$ cat config.mk
export PLATFORM = sky130hd
export DESIGN_NAME = alu_unit
export DESIGN_NICKNAME = d
export VERILOG_FILES = /design/src/common/cpu_pkg.sv /design/src/execute/alu_unit.sv
export SDC_FILE = /design/constraint.sdc
export NUM_CORES = 1
export LEC_CHECK = 0
export BUFFER_PORTS_ARGS = -buffer_cell sky130_fd_sc_hd__buf_4
export CAP_MARGIN = 20
export CORE_MARGIN = 2
export CORE_UTILIZATION = 54
export CTS_BUF_LIST = sky130_fd_sc_hd__clkbuf_16
export DETAILED_ROUTE_END_ITERATION = 12
export GPL_TIMING_DRIVEN = 1
export PLACE_DENSITY = 0.84
export SLEW_MARGIN = 20
export SYNTH_ARGS = -nofsm -noshare
export SYNTH_HDL_FRONTEND = slang
export SYNTH_SLANG_ARGS = --single-unit
$ cat constraint.sdc
create_clock -name clk -period 8.8 [get_ports clk]
set_clock_uncertainty 0.05 [all_clocks]
set_input_delay 0.88 -clock clk [delete_from_list [all_inputs] [get_ports clk]]
set_output_delay 0.88 -clock clk [all_outputs]
set_load 0.02 [all_outputs]
$ cat src/common/cpu_pkg.sv
`default_nettype none

package cpu_pkg;

	localparam int NUM_REGS = 8;
	localparam int NUM_UNITS = 3;
	localparam int NUM_RD_PORTS = 6;

	typedef logic [15:0] word_t;
	typedef logic [2:0]  reg_addr_t;
	typedef logic [4:0]  opcode_t;

	// Opcode field sits in instr[15:11]
	localparam opcode_t OPC_ADD_IMM = 5'b00000;
	localparam opcode_t OPC_ADD_REG = 5'b00001;
	localparam opcode_t OPC_SUB_IMM = 5'b00010;
	localparam opcode_t OPC_SUB_REG = 5'b00011;
	localparam opcode_t OPC_LD_BASE = 5'b10100;
	localparam opcode_t OPC_LD_PC   = 5'b10101;
	localparam opcode_t OPC_ST_BASE = 5'b10110;
	localparam opcode_t OPC_ST_PC   = 5'b10111;

	typedef enum logic [2:0] {op_add, op_sub, op_load, op_store, op_nop} op_e;
	typedef enum logic [1:0] {unit_alu0, unit_alu1, unit_mem0} unit_e;
	typedef enum logic [1:0] {src_reg, src_imm, src_pc1} operand_src_e;

	typedef struct packed {
		logic         valid;
		op_e          op;
		reg_addr_t    dest;
		operand_src_e src0_sel;
		reg_addr_t    src0_reg;
		operand_src_e src1_sel;
		reg_addr_t    src1_reg;
		word_t        imm;
		word_t        pc;
	} decoded_instr_t;

	typedef struct packed {
		logic      valid;
		op_e       op;
		reg_addr_t dest;
		word_t     operand_a;
		word_t     operand_b;
		word_t     store_data;
	} dispatch_t;

	typedef struct packed {
		logic      valid;
		reg_addr_t dest;
		word_t     value;
	} complete_t;

	typedef struct packed {
		logic  valid;
		word_t addr;
		word_t data;
	} store_t;

endpackage

`default_nettype wire

$ cat src/execute/alu_unit.sv
`timescale 1ns/1ns
`default_nettype none

module alu_unit
	import cpu_pkg::*;
(
	input  wire logic      clk,
	input  wire logic      rst_n,
	input  wire dispatch_t disp,
	output complete_t      done
);

	logic      valid_q;
	op_e       op_q;
	reg_addr_t dest_q;
	word_t     a_q;
	word_t     b_q;

	always_ff @(posedge clk or negedge rst_n) begin
		if (!rst_n) begin
			valid_q <= 1'b0;
		end else begin
			valid_q <= disp.valid;
		end
	end

	always_ff @(posedge clk) begin
		if (disp.valid) begin
			op_q <= disp.op;
			dest_q <= disp.dest;
			a_q <= disp.operand_a;
			b_q <= disp.operand_b;
		end
	end

	// Result comes straight off the input registers
	always_comb begin
		done.valid = valid_q;
		done.dest = dest_q;
		done.value = (op_q == op_sub) ? a_q - b_q : a_q + b_q;
	end

endmodule

`default_nettype wire

==> out/metrics.cfg <==
[power]
leakage_uw=0.001188
vdd_ir_drop_max_mv=0.2243
p_per_area_nw_per_um2=236.2

[grt]
grt_start_max_net_pins=40
met2_usage=0.3211
met1_usage=0.2398
grt_pass1_wl_mm=6.258
grt_pass1_vias=1418
grt_overflow=0
grt_usage=0.1916
busiest_layer=met2
antenna_found_initial=0
gr-usage-met3=0.05757

[drt]
vias_per_cell=5.165
wl_per_cell_um=13.42
wirelength_mm=3.985
ant_nets=0
drt_iter0_drc=85
first_pass_iters=4
drcViolationCount=0
vias=1534

[layout]
area_delta_synth_final_pct=30.51
fin_cells=297
fin_nets=320
most-common-layout-cells=61 x buf_4, 38 x edfxtp_1, 21 x xnor2_1
antenna-diode-count=0
fill_cells=276
drive_gt1_frac=0.3239
layout.cells.most_common=buf_4

[placement]
gp_congestion=0.8133
portBuffers=60
place_inst=289
dpl.hpwl_mm=3.105

[yosys]
synth-seq-cells=39
synthDistinctLibCells=40
synth_top_family_by_area=compound AO/OA/AOI/OAI gates
synth.avg_cell_area_um2=12.23
synthesis.area_um2=2202
syn_nets=254
synthMuxAreaShare=0.004545
yosysTopAreaCell=edfxtp_1
synthCells=180
synthTopCellsByArea=edfxtp_1 52%, ha_1 9.1%, xnor2_1 8.4%, a21oi_1 3.2%, xor2_1 2.8%
synthSimpleGateAreaFrac=0.09943
synth-xor-area-share=0.1114
ys_seq_area_frac=0.5295
yosysTopAreaCellShare=0.5182
synth-compound-area-share=0.1324
yosys_warnings=0
synth-adder-area-share=0.1000

[clock_network]
path_clk_slew_ns=0.05
postCtsHoldBufs=0
cts_resized=0
clock_path_buffers=2
cts_root_buffer=clkbuf_16
postCtsSetupRepairBufs=0
cts_tree=built
clock-sinks=39
htreeDepth=2
numCtsBuffers=5

[sta]
fin_crit_ns=4.223
setup_viol=0
relSlewSlack=0.6891
fin_crit_sh=0.4799
hold_viol=0
drv_slew=0
setup_tns_ns=0
worstMarginPinSlew_ns=0.4663
rsz0062_at_grt=false
fmax_mhz=236.8

[floorplanning]
die_x_um=67.86
dieArea_um2=4605
start_util=0.5545
core_um2=3971
die_height_um=67.86
placementRows=23
boundaryPins=77

[critical_path]
crit_type=reg2out
crit_start=b_q[3]
critPathCapture=done[14]
crit_arrival_ns=3.29
worstPathMaxFanout=6
cp-end-kind=output port
critPathRequiredTime_ns=7.87
critPathLaunchType=flip-flop

[job]
cap_violations=0

[min_path]
hold_class=in2async

[status]
status=finished, final reports clean

==> worst max-delay path, stage by stage (launching register included) <==
cell	delay, ns
edfxtp_1	0.45
nor3_1	0.29
nand2_1	0.09
nor2_1	0.28
a21oi_1	0.14
xnor2_1	0.21
ha_1	0.34
a21oi_2	0.19
o21ai_0	0.13
o2bb2ai_1	0.15
a311o_1	0.29
a21oi_2	0.15
xnor2_1	0.13
buf_4	0.16
==> sequential cells by signal, summed over array words and instances (netlist names) <==
signal / cells
b_q: 16
a_q: 16
dest_q: 3
op_q: 3
valid_q: 1
==> Yosys cell counts, drive strengths merged <==
cell and count:
a211oi 2, a21o 3, a21oi 18, a221oi 1, a311o 1, a311oi 1, a31oi 3, and4 1
buf 2, dfrtp 1, edfxtp 38, fa 1, ha 16, inv 10, mux2i 1, nand2 11
nand2b 2, nand3 1, nand3b 1, nor2 15, nor2b 2, nor3 5, nor3b 2, nor4 1
o211ai 1, o21a 2, o21ai 4, o21bai 1, o2bb2ai 1, o31ai 2, or2 1, or3 1
xnor2 21, xor2 7
==> per-layer routing <==
metal  share of wire  up-vias
met4           0.012        0
met3           0.051        3
met5               0        -
met1            0.43      701
met2            0.51       40
li1                -      790
==> worst min path at each step <==
stage | start | to | slack [ns]
after floorplan | rst_n | valid_q | 0.53
after global placement | rst_n | valid_q | 0.60
after detailed placement | rst_n | valid_q | 0.61
after CTS | rst_n | valid_q | 0.31
after global routing | rst_n | valid_q | 0.30
final | rst_n | valid_q | 0.31
==> logic make-up after synthesis <==
family / count (synthesis)
AOI/OAI and AO/OA: 40
buffers and inverters: 12
and+or+nand+nor: 43
muxes: 1
DFF: 39
xor gates and xnor gates: 28
adders and majority gates: 17
==> where the power goes <==
part	switching, uW	internal [uW]	total [uW]
Sequential	8.54	221	229
Combinational	136	114	250
Clock	67.4	132	199
Total	212	467	679
==> through the flow <==
step | hold WS (ns) | setup slack, ns | total power (uW) | instance area (um^2) | util
2_1_floorplan | 0.5344 | 5.107 | 394.8 | 2202 | -
3_3_place_gp | 0.6049 | 5.026 | 479.0 | 2710 | 0.6824
3_5_place_dp | 0.6064 | 4.889 | 483.4 | 2710 | 0.6824
4_1_cts | 0.3070 | 4.586 | 680.5 | 2874 | 0.7237
5_1_grt | 0.3011 | 4.228 | 714.2 | 2874 | 0.7237
6_report | 0.3107 | 4.577 | 679.0 | 2874 | 0.7237
==> final cells by class <==
class | count | area (um^2) | share of cell area
flip-flops and latches | 39 | 1166 | 0.4057
multi-input cells | 129 | 985.9 | 0.3431
repair buffers | 61 | 457.9 | 0.1593
clock buffers | 5 | 125.1 | 0.04353
well taps | 50 | 62.56 | 0.02177
clock inverters | 3 | 38.79 | 0.01350
inverters | 10 | 37.54 | 0.01306
(Power assumes the default switching activity.)
