--- src/common/cpu_pkg.sv ---
`default_nettype none

package cpu_pkg;

	localparam int NUM_REGS = 8;
	localparam int NUM_UNITS = 3;
	localparam int NUM_RD_PORTS = 6;

	typedef logic [15:0] word_t;
	typedef logic [2:0]  reg_addr_t;
	typedef logic [4:0]  opcode_t;

	// Opcode field sits in instr[15:11]
	localparam opcode_t OPC_ADD_IMM = 5'b00000;
	localparam opcode_t OPC_ADD_REG = 5'b00001;
	localparam opcode_t OPC_SUB_IMM = 5'b00010;
	localparam opcode_t OPC_SUB_REG = 5'b00011;
	localparam opcode_t OPC_LD_BASE = 5'b10100;
	localparam opcode_t OPC_LD_PC   = 5'b10101;
	localparam opcode_t OPC_ST_BASE = 5'b10110;
	localparam opcode_t OPC_ST_PC   = 5'b10111;

	typedef enum logic [2:0] {op_add, op_sub, op_load, op_store, op_nop} op_e;
	typedef enum logic [1:0] {unit_alu0, unit_alu1, unit_mem0} unit_e;
	typedef enum logic [1:0] {src_reg, src_imm, src_pc1} operand_src_e;

	typedef struct packed {
		logic         valid;
		op_e          op;
		reg_addr_t    dest;
		operand_src_e src0_sel;
		reg_addr_t    src0_reg;
		operand_src_e src1_sel;
		reg_addr_t    src1_reg;
		word_t        imm;
		word_t        pc;
	} decoded_instr_t;

	typedef struct packed {
		logic      valid;
		op_e       op;
		reg_addr_t dest;
		word_t     operand_a;
		word_t     operand_b;
		word_t     store_data;
	} dispatch_t;

	typedef struct packed {
		logic      valid;
		reg_addr_t dest;
		word_t     value;
	} complete_t;

	typedef struct packed {
		logic  valid;
		word_t addr;
		word_t data;
	} store_t;

endpackage

`default_nettype wire

--- src/design/fetch_unit.sv ---
`timescale 1ns/1ns
`default_nettype none

module fetch_unit
	import cpu_pkg::*;
(
	input  wire logic  clk,
	input  wire logic  rst_n,
	input  wire logic  stall,
	input  wire word_t instr,
	output word_t      fetch_addr,
	output word_t      held_instr,
	output word_t      held_pc,
	output logic       held_valid
);

	word_t pc;

	assign fetch_addr = pc;

	// PC and held word both freeze under stall
	always_ff @(posedge clk or negedge rst_n) begin
		if (!rst_n) begin
			pc <= '0;
			held_instr <= '0;
			held_pc <= '0;
			held_valid <= 1'b0;
		end else if (!stall) begin
			pc <= pc + word_t'(1);
			held_instr <= instr;
			held_pc <= pc;
			held_valid <= 1'b1;
		end
	end

endmodule

`default_nettype wire

--- config.mk ---
export PLATFORM = sky130hd
export DESIGN_NAME = fetch_unit
export DESIGN_NICKNAME = d
export VERILOG_FILES = /design/src/common/cpu_pkg.sv /design/src/design/fetch_unit.sv
export SDC_FILE = /design/constraint.sdc
export NUM_CORES = 1
export LEC_CHECK = 0
export BUFFER_PORTS_ARGS = -buffer_cell sky130_fd_sc_hd__buf_2
export CAP_MARGIN = 20
export CORE_UTILIZATION = 53
export CTS_CLUSTER_DIAMETER = 150
export DETAILED_ROUTE_END_ITERATION = 7
export GPL_ROUTABILITY_DRIVEN = 0
export PLACE_DENSITY = 0.82
export SLEW_MARGIN = 20
export SYNTH_ARGS = -nofsm -noshare
export SYNTH_HDL_FRONTEND = slang
export SYNTH_SLANG_ARGS = --single-unit
--- constraint.sdc ---
create_clock -name clk -period 3.3 [get_ports clk]
set_clock_uncertainty 0.15 [all_clocks]
set_input_delay 0.33 -clock clk [delete_from_list [all_inputs] [get_ports clk]]
set_output_delay 0.33 -clock clk [all_outputs]
set_load 0.01 [all_outputs]
==> flow_metrics.env <==
export IMPL_status="completed"
export IMPL_numCtsBuffers=5
export IMPL_tns_ns=0
export IMPL_sequentialPowerShare=0.553
export IMPL_path_depth=5
export IMPL_clockPowerShare=0.217
export IMPL_post_cts_resized=0
export IMPL_internal_power_mw=1.02
export IMPL_whs_ns=0.126
export IMPL_initial_core_util=0.567
export IMPL_ys_types=22
export IMPL_synth_nets=150
export IMPL_ant_nets=0
export IMPL_ff2ff_path_depth=5
export IMPL_period_minus_slack_ns=1.66
export IMPL_layout_nets=221
export IMPL_final_layout_size_suffix_gt1_frac=0.545
export IMPL_switching_share=0.293
export IMPL_avgSynthCellArea_um2=15.0
export IMPL_die_w_um=62.7
export IMPL_p_per_area_mw_per_mm2=600
export IMPL_leakage_nw=1.27
export IMPL_synth_ff_type="dfrtp_1"
export IMPL_rsz0062_at_grt="false"
export IMPL_grt_pass1_wl_um=5720
export IMPL_postPlaceCellArea_mm2=0.00232
export IMPL_die_y_um=62.7
export IMPL_critical_path_required_ns=3.36
export IMPL_utilization=0.700
export IMPL_ir_drop_mv=0.397
export IMPL_synthTopCellsByCount="dfrtp_1, mux2_2, xnor2_1, nand2_1, xor2_1"
export IMPL_cp_end_kind="flip-flop"
export IMPL_slowest_stage="dfrtp_1"
export IMPL_power_switching_mw=0.424
export IMPL_r2r_slack_ns=1.64
export IMPL_final_max_slew_viol_count=0
export IMPL_netlist_instances=130
export IMPL_min_delay_path_class="in -> reg"
export IMPL_cts_tree="yes"
export IMPL_n_antenna_cell=0
export IMPL_slew_headroom=0.458
export IMPL_synth_top_area_frac=0.629
export IMPL_grt_max_degree=50
export IMPL_clock_sinks=49
export IMPL_synth_most_common_cell="dfrtp_1"
export IMPL_cp_top_family="simple AND/OR/NAND/NOR gates"
export IMPL_firstDrtPassIters=4
export IMPL_async_flop_share=1.00
export IMPL_synth_edf_count=0
export IMPL_drv_cap=0
export IMPL_dpl_hpwl_um=2400
export IMPL_ios=68
export IMPL_clk_path_buf_depth=2
export IMPL_cts_root_buf="clkbuf_8"
export IMPL_io_buffers=67
export IMPL_start_kind="flip-flop"
export IMPL_wl_per_cell_um=13.4
export IMPL_syn_to_final_growth_pct=23.5
export IMPL_path_buf_inv=0
export IMPL_grt_pass1_vias=1253
export IMPL_hold_viol=0
export IMPL_finalSetupViolCount=0
export IMPL_antenna_found_initial=0
export IMPL_row_count=21
export IMPL_drt_iter0_drc=44
export IMPL_cts_htree_levels=2
export IMPL_clkTransAtPathRegs_ns=0.07
export IMPL_die_area_mm2=0.00393
export IMPL_synth_ff_latch_count=49
export IMPL_synth_top_cell_by_area="dfrtp_1"
export IMPL_crit_type="reg -> reg"
export IMPL_max_freq_mhz=601
export IMPL_arrival_ns=1.72
export IMPL_drt_wl_total_um=3310
export IMPL_core_mm2=0.00344
export IMPL_slowest_delay_ns=0.48
export IMPL_drc_errors=0
export IMPL_yosys_warnings=0
export IMPL_design_area_mm2=0.00241
export IMPL_cp_max_fo=7
export IMPL_synthTopCellsByArea="dfrtp_1, mux2_2, xnor2_1, xor2_1, nand2_1"
export IMPL_clk_latency_ns=0.28
export IMPL_synth_cell_area_mm2=0.00195
export IMPL_cp_cell_sequence="ha_1 > nand2b_4 > nor3_2 > and4_1 > xor2_1"
export IMPL_fin_crit_sh=0.504
export IMPL_holdPathStages=2
export IMPL_yosysSeqAreaShare=0.629
export IMPL_comb_power_share=0.230
export IMPL_grt_overflow=0
export IMPL_grt_use_total=0.187
export IMPL_via_per_inst=5.05
export IMPL_vias=1252
export IMPL_tightest_slew_ns=0.812
repair_timing:
| item | 4_1_cts | 5_1_grt |
|---|---|---|
| hold endpoints to repair | 0 | 49 |
| setup buffers | 0 | 0 |
| hold buffers | 0 | 1 |
power groups by stage:
stage / registers (mW) / clock network [mW] / logic (mW)
6_report: 0.799 / 0.314 / 0.333
5_1_grt: 0.817 / 0.348 / 0.363
4_1_cts: 0.800 / 0.329 / 0.339
3_5_place_dp: 0.809 / 0 / 0.338
3_3_place_gp: 0.803 / 0 / 0.329
2_1_floorplan: 0.845 / 0 / 0.145
registers in the layout, indices dropped and copies added (netlist names):
| name | flops |
|---|---|
| fetch_addr | 16 |
| held_instr | 16 |
| held_valid | 1 |
| held_pc | 16 |
stage by stage:
| stage | worst slack (ns) | power, mW | std cells |
|---|---|---|---|
| floorplan | 1.72 | 0.990 | 130 |
| global placement | 1.42 | 1.13 | 239 |
| detailed placement | 1.34 | 1.15 | 239 |
| CTS | 1.61 | 1.47 | 247 |
| global route | 1.49 | 1.53 | 248 |
| finish | 1.64 | 1.45 | 248 |
area by class of cell:
class                      instances  area [um^2]
multi-input combinational         76          694
inverter                           1         3.75
sequential                        49         1230
fill                             258         1030
timing repair buffer              68          348
clock buffer                       8         80.1
tap                               46         57.6
logic make-up (layout without fill, tap and decap cells):
| logic type | after synthesis | after routing | synth area share |
|---|---|---|---|
| simple gates | 27 | 27 | 0.0937 |
| buf+inv | 5 | 77 | 0.0154 |
| flops | 49 | 49 | 0.629 |
| compound gates | 1 | 1 | 0.00385 |
| fa+ha+maj | 1 | 1 | 0.00641 |
| mux | 32 | 32 | 0.185 |
| xor+xnor | 15 | 15 | 0.0674 |
worst register-to-register path: cells and delay by family (launching register included):
family	cells	cell delay (ns)
and+or+nand+nor	3	0.57
DFF	1	0.48
adders and majority gates	1	0.25
xor gates and xnor gates	1	0.14
final timing paths:
| kind | start | endpoint |
|---|---|---|
| max | fetch_addr[1] | fetch_addr[10] |
| min | instr[3] | held_instr[3] |
| max reg2reg | fetch_addr[1] | fetch_addr[10] |
| min reg2reg | held_valid | held_valid |
| max in group asynchronous | rst_n | held_instr[4] |
| min in group asynchronous | rst_n | held_pc[6] |
per-layer routing:
layer,up-vias,part of all wire,GRT usage
li1,586,-,-
met1,618,0.40,0.220
met2,46,0.53,0.332
met3,2,0.060,0.0493
met4,0,0.0045,0.0610
met5,-,0,0
cells in the final DEF (no fill, tap or decap), drive strengths merged, types with 2 or more instances in the layout:
cell type and n:
and4 2, buf 67, clkbuf 8, dfrtp 49
mux2 32, nand2 7, nand2b 2, nand3 5
nand4 2, nor2 5, nor3 2, xnor2 8
xor2 7
Note: power is estimated with default switching activity, not from simulation.
