## src/common/cpu_pkg.sv

```systemverilog
`default_nettype none

package cpu_pkg;

	localparam int NUM_REGS = 8;
	localparam int NUM_UNITS = 3;
	localparam int NUM_RD_PORTS = 6;

	typedef logic [15:0] word_t;
	typedef logic [2:0]  reg_addr_t;
	typedef logic [4:0]  opcode_t;

	// Opcode field sits in instr[15:11]
	localparam opcode_t OPC_ADD_IMM = 5'b00000;
	localparam opcode_t OPC_ADD_REG = 5'b00001;
	localparam opcode_t OPC_SUB_IMM = 5'b00010;
	localparam opcode_t OPC_SUB_REG = 5'b00011;
	localparam opcode_t OPC_LD_BASE = 5'b10100;
	localparam opcode_t OPC_LD_PC   = 5'b10101;
	localparam opcode_t OPC_ST_BASE = 5'b10110;
	localparam opcode_t OPC_ST_PC   = 5'b10111;

	typedef enum logic [2:0] {op_add, op_sub, op_load, op_store, op_nop} op_e;
	typedef enum logic [1:0] {unit_alu0, unit_alu1, unit_mem0} unit_e;
	typedef enum logic [1:0] {src_reg, src_imm, src_pc1} operand_src_e;

	typedef struct packed {
		logic         valid;
		op_e          op;
		reg_addr_t    dest;
		operand_src_e src0_sel;
		reg_addr_t    src0_reg;
		operand_src_e src1_sel;
		reg_addr_t    src1_reg;
		word_t        imm;
		word_t        pc;
	} decoded_instr_t;

	typedef struct packed {
		logic      valid;
		op_e       op;
		reg_addr_t dest;
		word_t     operand_a;
		word_t     operand_b;
		word_t     store_data;
	} dispatch_t;

	typedef struct packed {
		logic      valid;
		reg_addr_t dest;
		word_t     value;
	} complete_t;

	typedef struct packed {
		logic  valid;
		word_t addr;
		word_t data;
	} store_t;

endpackage

`default_nettype wire

```

## src/decode/scoreboard.sv

```systemverilog
`timescale 1ns/1ns
`default_nettype none

module scoreboard
	import cpu_pkg::*;
(
	input  wire logic           clk,
	input  wire logic           rst_n,
	input  wire decoded_instr_t decoded,
	input  wire complete_t      alu0_done,
	input  wire complete_t      alu1_done,
	input  wire complete_t      mem_done,
	input  wire logic           mem_store_done,
	output reg_addr_t           rd_addr [NUM_RD_PORTS],
	input  wire word_t          rd_data [NUM_RD_PORTS],
	output dispatch_t           alu0_disp,
	output dispatch_t           alu1_disp,
	output dispatch_t           mem_disp,
	output logic                stall
);

	typedef enum logic [1:0] {st_idle, st_waiting, st_executing} unit_state_e;

	typedef struct packed {
		operand_src_e sel;
		reg_addr_t    rgn;
		logic         ready;
		unit_e        producer;
	} src_entry_t;

	// Source 2 is the store data register
	typedef struct packed {
		unit_state_e      state;
		op_e              op;
		reg_addr_t        dest;
		word_t            imm;
		word_t            pc;
		src_entry_t [2:0] src;
	} unit_entry_t;

	unit_entry_t units [NUM_UNITS];
	logic        pend_valid [NUM_REGS];
	unit_e       pend_unit [NUM_REGS];

	complete_t   done_arr [NUM_UNITS];
	logic        finish [NUM_UNITS];
	logic        reg_busy [NUM_REGS];
	logic        disp_go [NUM_UNITS];
	dispatch_t   disp_arr [NUM_UNITS];

	logic        is_arith;
	logic        is_mem;
	logic        writes_dest;
	logic        unit_free;
	logic        dest_busy;
	logic        war;
	logic        issue;
	unit_e       target;
	unit_entry_t new_entry;

	function automatic src_entry_t make_src(operand_src_e sel, reg_addr_t rgn, logic busy,
			unit_e prod);
		src_entry_t s;
		s.sel = sel;
		s.rgn = rgn;
		s.ready = (sel != src_reg) || !busy;
		s.producer = prod;
		return s;
	endfunction

	function automatic word_t src_value(operand_src_e sel, word_t rd, word_t imm, word_t pc);
		case (sel)
			src_reg: return rd;
			src_pc1: return pc + word_t'(1);
			default: return imm;
		endcase
	endfunction

	assign done_arr[unit_alu0] = alu0_done;
	assign done_arr[unit_alu1] = alu1_done;
	assign done_arr[unit_mem0] = mem_done;

	assign alu0_disp = disp_arr[unit_alu0];
	assign alu1_disp = disp_arr[unit_alu1];
	assign mem_disp = disp_arr[unit_mem0];

	always_comb begin
		for (int u = 0; u < NUM_UNITS; u++) begin
			finish[u] = done_arr[u].valid;
		end
		finish[unit_mem0] = mem_done.valid || mem_store_done;
		// A writer completing this cycle no longer blocks a new reader
		for (int r = 0; r < NUM_REGS; r++) begin
			reg_busy[r] = pend_valid[r] && !done_arr[pend_unit[r]].valid;
		end
	end

	////////////////////
	// Issue
	////////////////////

	always_comb begin
		is_arith = decoded.op inside {op_add, op_sub};
		is_mem = decoded.op inside {op_load, op_store};
		writes_dest = is_arith || (decoded.op == op_load);
		unit_free = 1'b0;
		target = unit_alu0;
		if (is_arith) begin
			if (units[unit_alu0].state == st_idle) begin
				unit_free = 1'b1;
			end else if (units[unit_alu1].state == st_idle) begin
				unit_free = 1'b1;
				target = unit_alu1;
			end
		end else if (is_mem) begin
			unit_free = (units[unit_mem0].state == st_idle);
			target = unit_mem0;
		end

		dest_busy = writes_dest && pend_valid[decoded.dest];
		war = 1'b0;
		for (int u = 0; u < NUM_UNITS; u++) begin
			for (int k = 0; k < 3; k++) begin
				if (writes_dest && units[u].state == st_waiting &&
						units[u].src[k].sel == src_reg &&
						units[u].src[k].rgn == decoded.dest) begin
					war = 1'b1;
				end
			end
		end

		stall = decoded.valid && (is_arith || is_mem) && (!unit_free || dest_busy || war);
		issue = decoded.valid && unit_free && !stall;

		new_entry.state = st_waiting;
		new_entry.op = decoded.op;
		new_entry.dest = decoded.dest;
		new_entry.imm = decoded.imm;
		new_entry.pc = decoded.pc;
		new_entry.src[0] = make_src(decoded.src0_sel, decoded.src0_reg,
			reg_busy[decoded.src0_reg], pend_unit[decoded.src0_reg]);
		new_entry.src[1] = make_src(decoded.src1_sel, decoded.src1_reg,
			reg_busy[decoded.src1_reg], pend_unit[decoded.src1_reg]);
		if (decoded.op == op_store) begin
			new_entry.src[2] = make_src(src_reg, decoded.dest,
				reg_busy[decoded.dest], pend_unit[decoded.dest]);
		end else begin
			new_entry.src[2] = make_src(src_imm, decoded.dest, 1'b0, unit_alu0);
		end
	end

	////////////////////
	// Dispatch
	////////////////////

	// Second read port serves src1 or, for stores, the data register
	always_comb begin
		for (int u = 0; u < NUM_UNITS; u++) begin
			disp_go[u] = (units[u].state == st_waiting) && units[u].src[0].ready &&
				units[u].src[1].ready && units[u].src[2].ready;
			rd_addr[2*u] = units[u].src[0].rgn;
			rd_addr[2*u+1] = (units[u].src[1].sel == src_reg) ? units[u].src[1].rgn :
				units[u].src[2].rgn;
			disp_arr[u].valid = disp_go[u];
			disp_arr[u].op = units[u].op;
			disp_arr[u].dest = units[u].dest;
			disp_arr[u].operand_a = src_value(units[u].src[0].sel, rd_data[2*u],
				units[u].imm, units[u].pc);
			disp_arr[u].operand_b = src_value(units[u].src[1].sel, rd_data[2*u+1],
				units[u].imm, units[u].pc);
			disp_arr[u].store_data = rd_data[2*u+1];
		end
	end

	always_ff @(posedge clk or negedge rst_n) begin
		if (!rst_n) begin
			for (int u = 0; u < NUM_UNITS; u++) begin
				units[u] <= '0;
			end
			for (int r = 0; r < NUM_REGS; r++) begin
				pend_valid[r] <= 1'b0;
				pend_unit[r] <= unit_alu0;
			end
		end else begin
			// Completions free the unit and wake up waiting sources
			for (int u = 0; u < NUM_UNITS; u++) begin
				if (finish[u]) begin
					units[u].state <= st_idle;
				end
				if (disp_go[u]) begin
					units[u].state <= st_executing;
				end
				for (int k = 0; k < 3; k++) begin
					if (!units[u].src[k].ready && done_arr[units[u].src[k].producer].valid) begin
						units[u].src[k].ready <= 1'b1;
					end
				end
			end
			for (int r = 0; r < NUM_REGS; r++) begin
				if (pend_valid[r] && done_arr[pend_unit[r]].valid &&
						done_arr[pend_unit[r]].dest == reg_addr_t'(r)) begin
					pend_valid[r] <= 1'b0;
				end
			end

			if (issue) begin
				units[target] <= new_entry;
				if (writes_dest) begin
					pend_valid[decoded.dest] <= 1'b1;
					pend_unit[decoded.dest] <= target;
				end
			end
		end
	end

endmodule

`default_nettype wire

```

## config.mk

```make
export PLATFORM = sky130hd
export DESIGN_NAME = scoreboard
export DESIGN_NICKNAME = d
export VERILOG_FILES = /design/src/common/cpu_pkg.sv /design/src/decode/scoreboard.sv
export SDC_FILE = /design/constraint.sdc
export NUM_CORES = 1
export LEC_CHECK = 0
export BUFFER_PORTS_ARGS = -buffer_cell sky130_fd_sc_hd__buf_2
export CORE_UTILIZATION = 55
export DETAILED_ROUTE_END_ITERATION = 8
export PLACE_DENSITY = 0.87
export SLEW_MARGIN = 20
export SYNTH_ARGS = -nofsm -noshare
export SYNTH_HDL_FRONTEND = slang
export SYNTH_SLANG_ARGS = --single-unit
export TNS_END_PERCENT = 30
```

## constraint.sdc

```tcl
create_clock -name clk -period 3.7 [get_ports clk]
set_input_delay 0.37 -clock clk [delete_from_list [all_inputs] [get_ports clk]]
set_output_delay 0.37 -clock clk [all_outputs]
set_load 0.01 [all_outputs]
```

==> results.sh <==
export IMPL_cap_viol_max_count=0
export IMPL_cts_root_buf="clkbuf_16"
export IMPL_ys_ff_latch=204
export IMPL_layout_common_cells="342 x buf_2, 204 x dfrtp_1, 178 x mux2_2"
export IMPL_grt_max_degree=97
export IMPL_synth_edf_count=0
export IMPL_vdd_drop_max_v=0.000366
export IMPL_crit_chain="buf_4 > nor2_1 > and4_1 > o31ai_2 > nand4_2 > buf_4 > nor3_1 > a311oi_1 > buf_2"
export IMPL_critPathLaunch="units[71]$_DFFE_PN0P_"
export IMPL_drtIter0Drc=1117
export IMPL_routed_via_count=11400
export IMPL_critPathCapture="stall"
export IMPL_grt_pass1_wl_um=61700
export IMPL_grt_ovfl_total=0
export IMPL_finalCritPeriodShare_pct=87.8
export IMPL_drive_gt1_share_pct=39.2
export IMPL_grt_pass1_vias=10900
export IMPL_cp_slowest_cell="o31ai_2"
export IMPL_clock_sinks=204
export IMPL_netlist_area_sq_um=12800
export IMPL_crit_path_start_kind="flop"
export IMPL_die_height_um=155
export IMPL_multi_input_area_sq_um=6690
export IMPL_fillers=1780
export IMPL_antenna_found_initial=10
export IMPL_power_density_nw_per_um2=670
export IMPL_ant_nets=0
export IMPL_gp_congestion=0.971
export IMPL_critical_path_class="reg -> out"
export IMPL_utilization_pct=66.8
export IMPL_async_reset_ff_share_pct=100
export IMPL_gr_usage_all_layers_pct=33.8
export IMPL_drcViolationCount=0
export IMPL_power_total_w=0.0102
export IMPL_register_area_sq_um=5100
export IMPL_num_rows=55
export IMPL_seq_area_frac_synth_pct=39.8
export IMPL_ctsHtreeMaxLevel=1
export IMPL_core_area_sq_um=22800
export IMPL_cpPeakStageDelay_ns=0.40
export IMPL_worst_ep_arrival_time_ns=2.88
export IMPL_timing_slew_headroom_pct=46.8
export IMPL_initial_core_util_pct=56.3
export IMPL_final_common_cell="buf_2"
export IMPL_ys_types=61
export IMPL_avgSynthCellArea_sq_um=9.76
export IMPL_cp_common_cell="buf_4"
export IMPL_cts_inserted_buffers=23
export IMPL_post_dp_hpwl_um=30500
export IMPL_setup_violations=0
export IMPL_r2r_cells=8
export IMPL_status="complete, no violations"
export IMPL_tritoncts="built"
export IMPL_io_pins=392
export IMPL_fin_cells=1887
export IMPL_clock_latency_ns=0.54
export IMPL_rsz0062_at_grt="no"
export IMPL_leakagePower_nw=7.09
export IMPL_routedWlPerCell_um=21.7
export IMPL_cp_max_fo=25
export IMPL_fin_skew_ns=0.0248
export IMPL_maxSlewViolCount=0
export IMPL_nets=1759
export IMPL_end_kind="output pin"
export IMPL_portBuffers=343
export IMPL_synth_flop_cell="dfrtp_1"
export IMPL_ys_warn_count=0
export IMPL_post_route_min_period_ns=3.25
export IMPL_dieWidth_um=155
export IMPL_cts_path_max_buffers=3
export IMPL_dieArea_sq_um=23900
export IMPL_cts_repair_resized=0
export IMPL_drtPass1Iterations=5
export IMPL_timing_rr_start="units[71]$_DFFE_PN0P_"
export IMPL_area_growth_synth_to_final_pct=18.6
export IMPL_hold_class="in -> reg"
export IMPL_syn_inst=1314
export IMPL_setup_tns_final_ns=0
export IMPL_rr_endpoint="rd_addr[11]$_DFFE_PN0P_"
export IMPL_via_per_inst=6.02
export IMPL_clock_fmax_ghz=0.308
export IMPL_cp_required_ns=3.33
export IMPL_hold_viol=0
export IMPL_max_slew_worst_pin_slew_ns=0.798
export IMPL_finalWirelength_um=40900
export IMPL_reg2reg_slack_ns=0.73
export IMPL_synth_nets=1525
export IMPL_dp_cells=1835
export IMPL_path_clk_slew_ns=0.06
export IMPL_holdWs_ns=0.100
-- worst max-delay path: cells and delay by family (launching register included) --
family | cells | cell delay [ns]
AND/OR/NAND/NOR | 4 | 0.85
buffers and inverters | 3 | 0.65
AO/OA/AOI/OAI | 2 | 0.49
flip-flops | 1 | 0.33
-- flip-flops by register name, summed over array words and instances (netlist names) --
signal      flops
alu0_disp       3
pend_valid      8
rd_addr         9
alu1_disp       3
mem_disp        3
pend_unit      16
units         162
-- area by class of cell --
type / instances / area share, %
multi-input cells: 924 / 44.0
flip-flops and latches: 204 / 33.6
repair buffers: 375 / 13.4
clock buffers: 28 / 4.17
well taps: 313 / 2.58
clock inverters: 14 / 1.60
inverters: 20 / 0.494
diodes: 9 / 0.148
-- how the worst min path moves through the flow --
| stage | start | end | slack [ns] | cells after the start |
|---|---|---|---|---|
| floorplan | rst_n | alu0_disp[51]$_DFFE_PN0P_ | 0.07 | 0 |
| global placement | units[86]$_DFFE_PN0P_ | units[86]$_DFFE_PN0P_ | 0.45 | 1 |
| detailed placement | units[150]$_DFFE_PN0P_ | units[150]$_DFFE_PN0P_ | 0.45 | 1 |
| CTS | mem_store_done | units[63]$_DFF_PN0_ | 0.09 | 4 |
| global route | mem_store_done | units[63]$_DFF_PN0_ | 0.11 | 4 |
| finish | mem_store_done | units[63]$_DFF_PN0_ | 0.10 | 4 |
-- metrics by stage --
step / area, sq um / setup slack [ns]
3_5_place_dp: 14300 / 0.608
2_1_floorplan: 12800 / 1.21
3_3_place_gp: 14300 / 0.657
4_1_cts: 15200 / 0.458
6_report: 15200 / 0.452
5_1_grt: 15200 / 0.326
-- synthesized netlist by cell type (all sizes together), types with 6 or more instances --
master,number,area [sq um]
a211oi,30,225
a21o,30,225
a22oi,10,75.1
a311oi,7,61.3
a31oi,9,62.6
and2,6,37.5
and4,7,61.3
buf,108,743
clkbuf,58,218
dfrtp,204,5100
inv,20,75.1
mux2,179,2020
mux2i,44,440
mux4,9,203
nand2,150,563
nand2b,12,75.1
nand3,33,165
nand3b,12,90.1
nand4,18,119
nor2,72,270
nor2b,12,75.1
nor3,13,70.1
nor4,8,50.1
nor4b,7,61.3
o211ai,17,128
o21ai,122,611
xnor2,35,307
xor2,34,298
-- cell families after synthesis --
family / Yosys count / synth area share [%]
XOR/XNOR: 69 / 4.71
adder cells (fa/ha/maj): 3 / 0.293
AND/OR/NAND/NOR: 369 / 13.9
buffers and inverters: 186 / 8.08
flip-flops: 204 / 39.8
AO/OA/AOI/OAI: 251 / 12.5
multiplexers: 232 / 20.8
-- report_power, final --
part / switching [W] / total (W) / internal (W)
Clock: 0.000976 / 0.00262 / 0.00165
Combinational: 0.00228 / 0.00412 / 0.00184
Sequential: 0.000625 / 0.00345 / 0.00283
-- layer usage --
layer | track usage, % | wire length, um
met5 | 0 | 13
met4 | 22.1 | 2750
met3 | 4.88 | 2860
met2 | 57.2 | 20000
met1 | 40.3 | 15200
-- what timing repair did --
action | in CTS | in global routing
hold buffers | 1 | 0
setup buffers | 0 | 0
hold endpoints to repair | 93 | 0
Note: power is estimated with default switching activity, not from simulation.
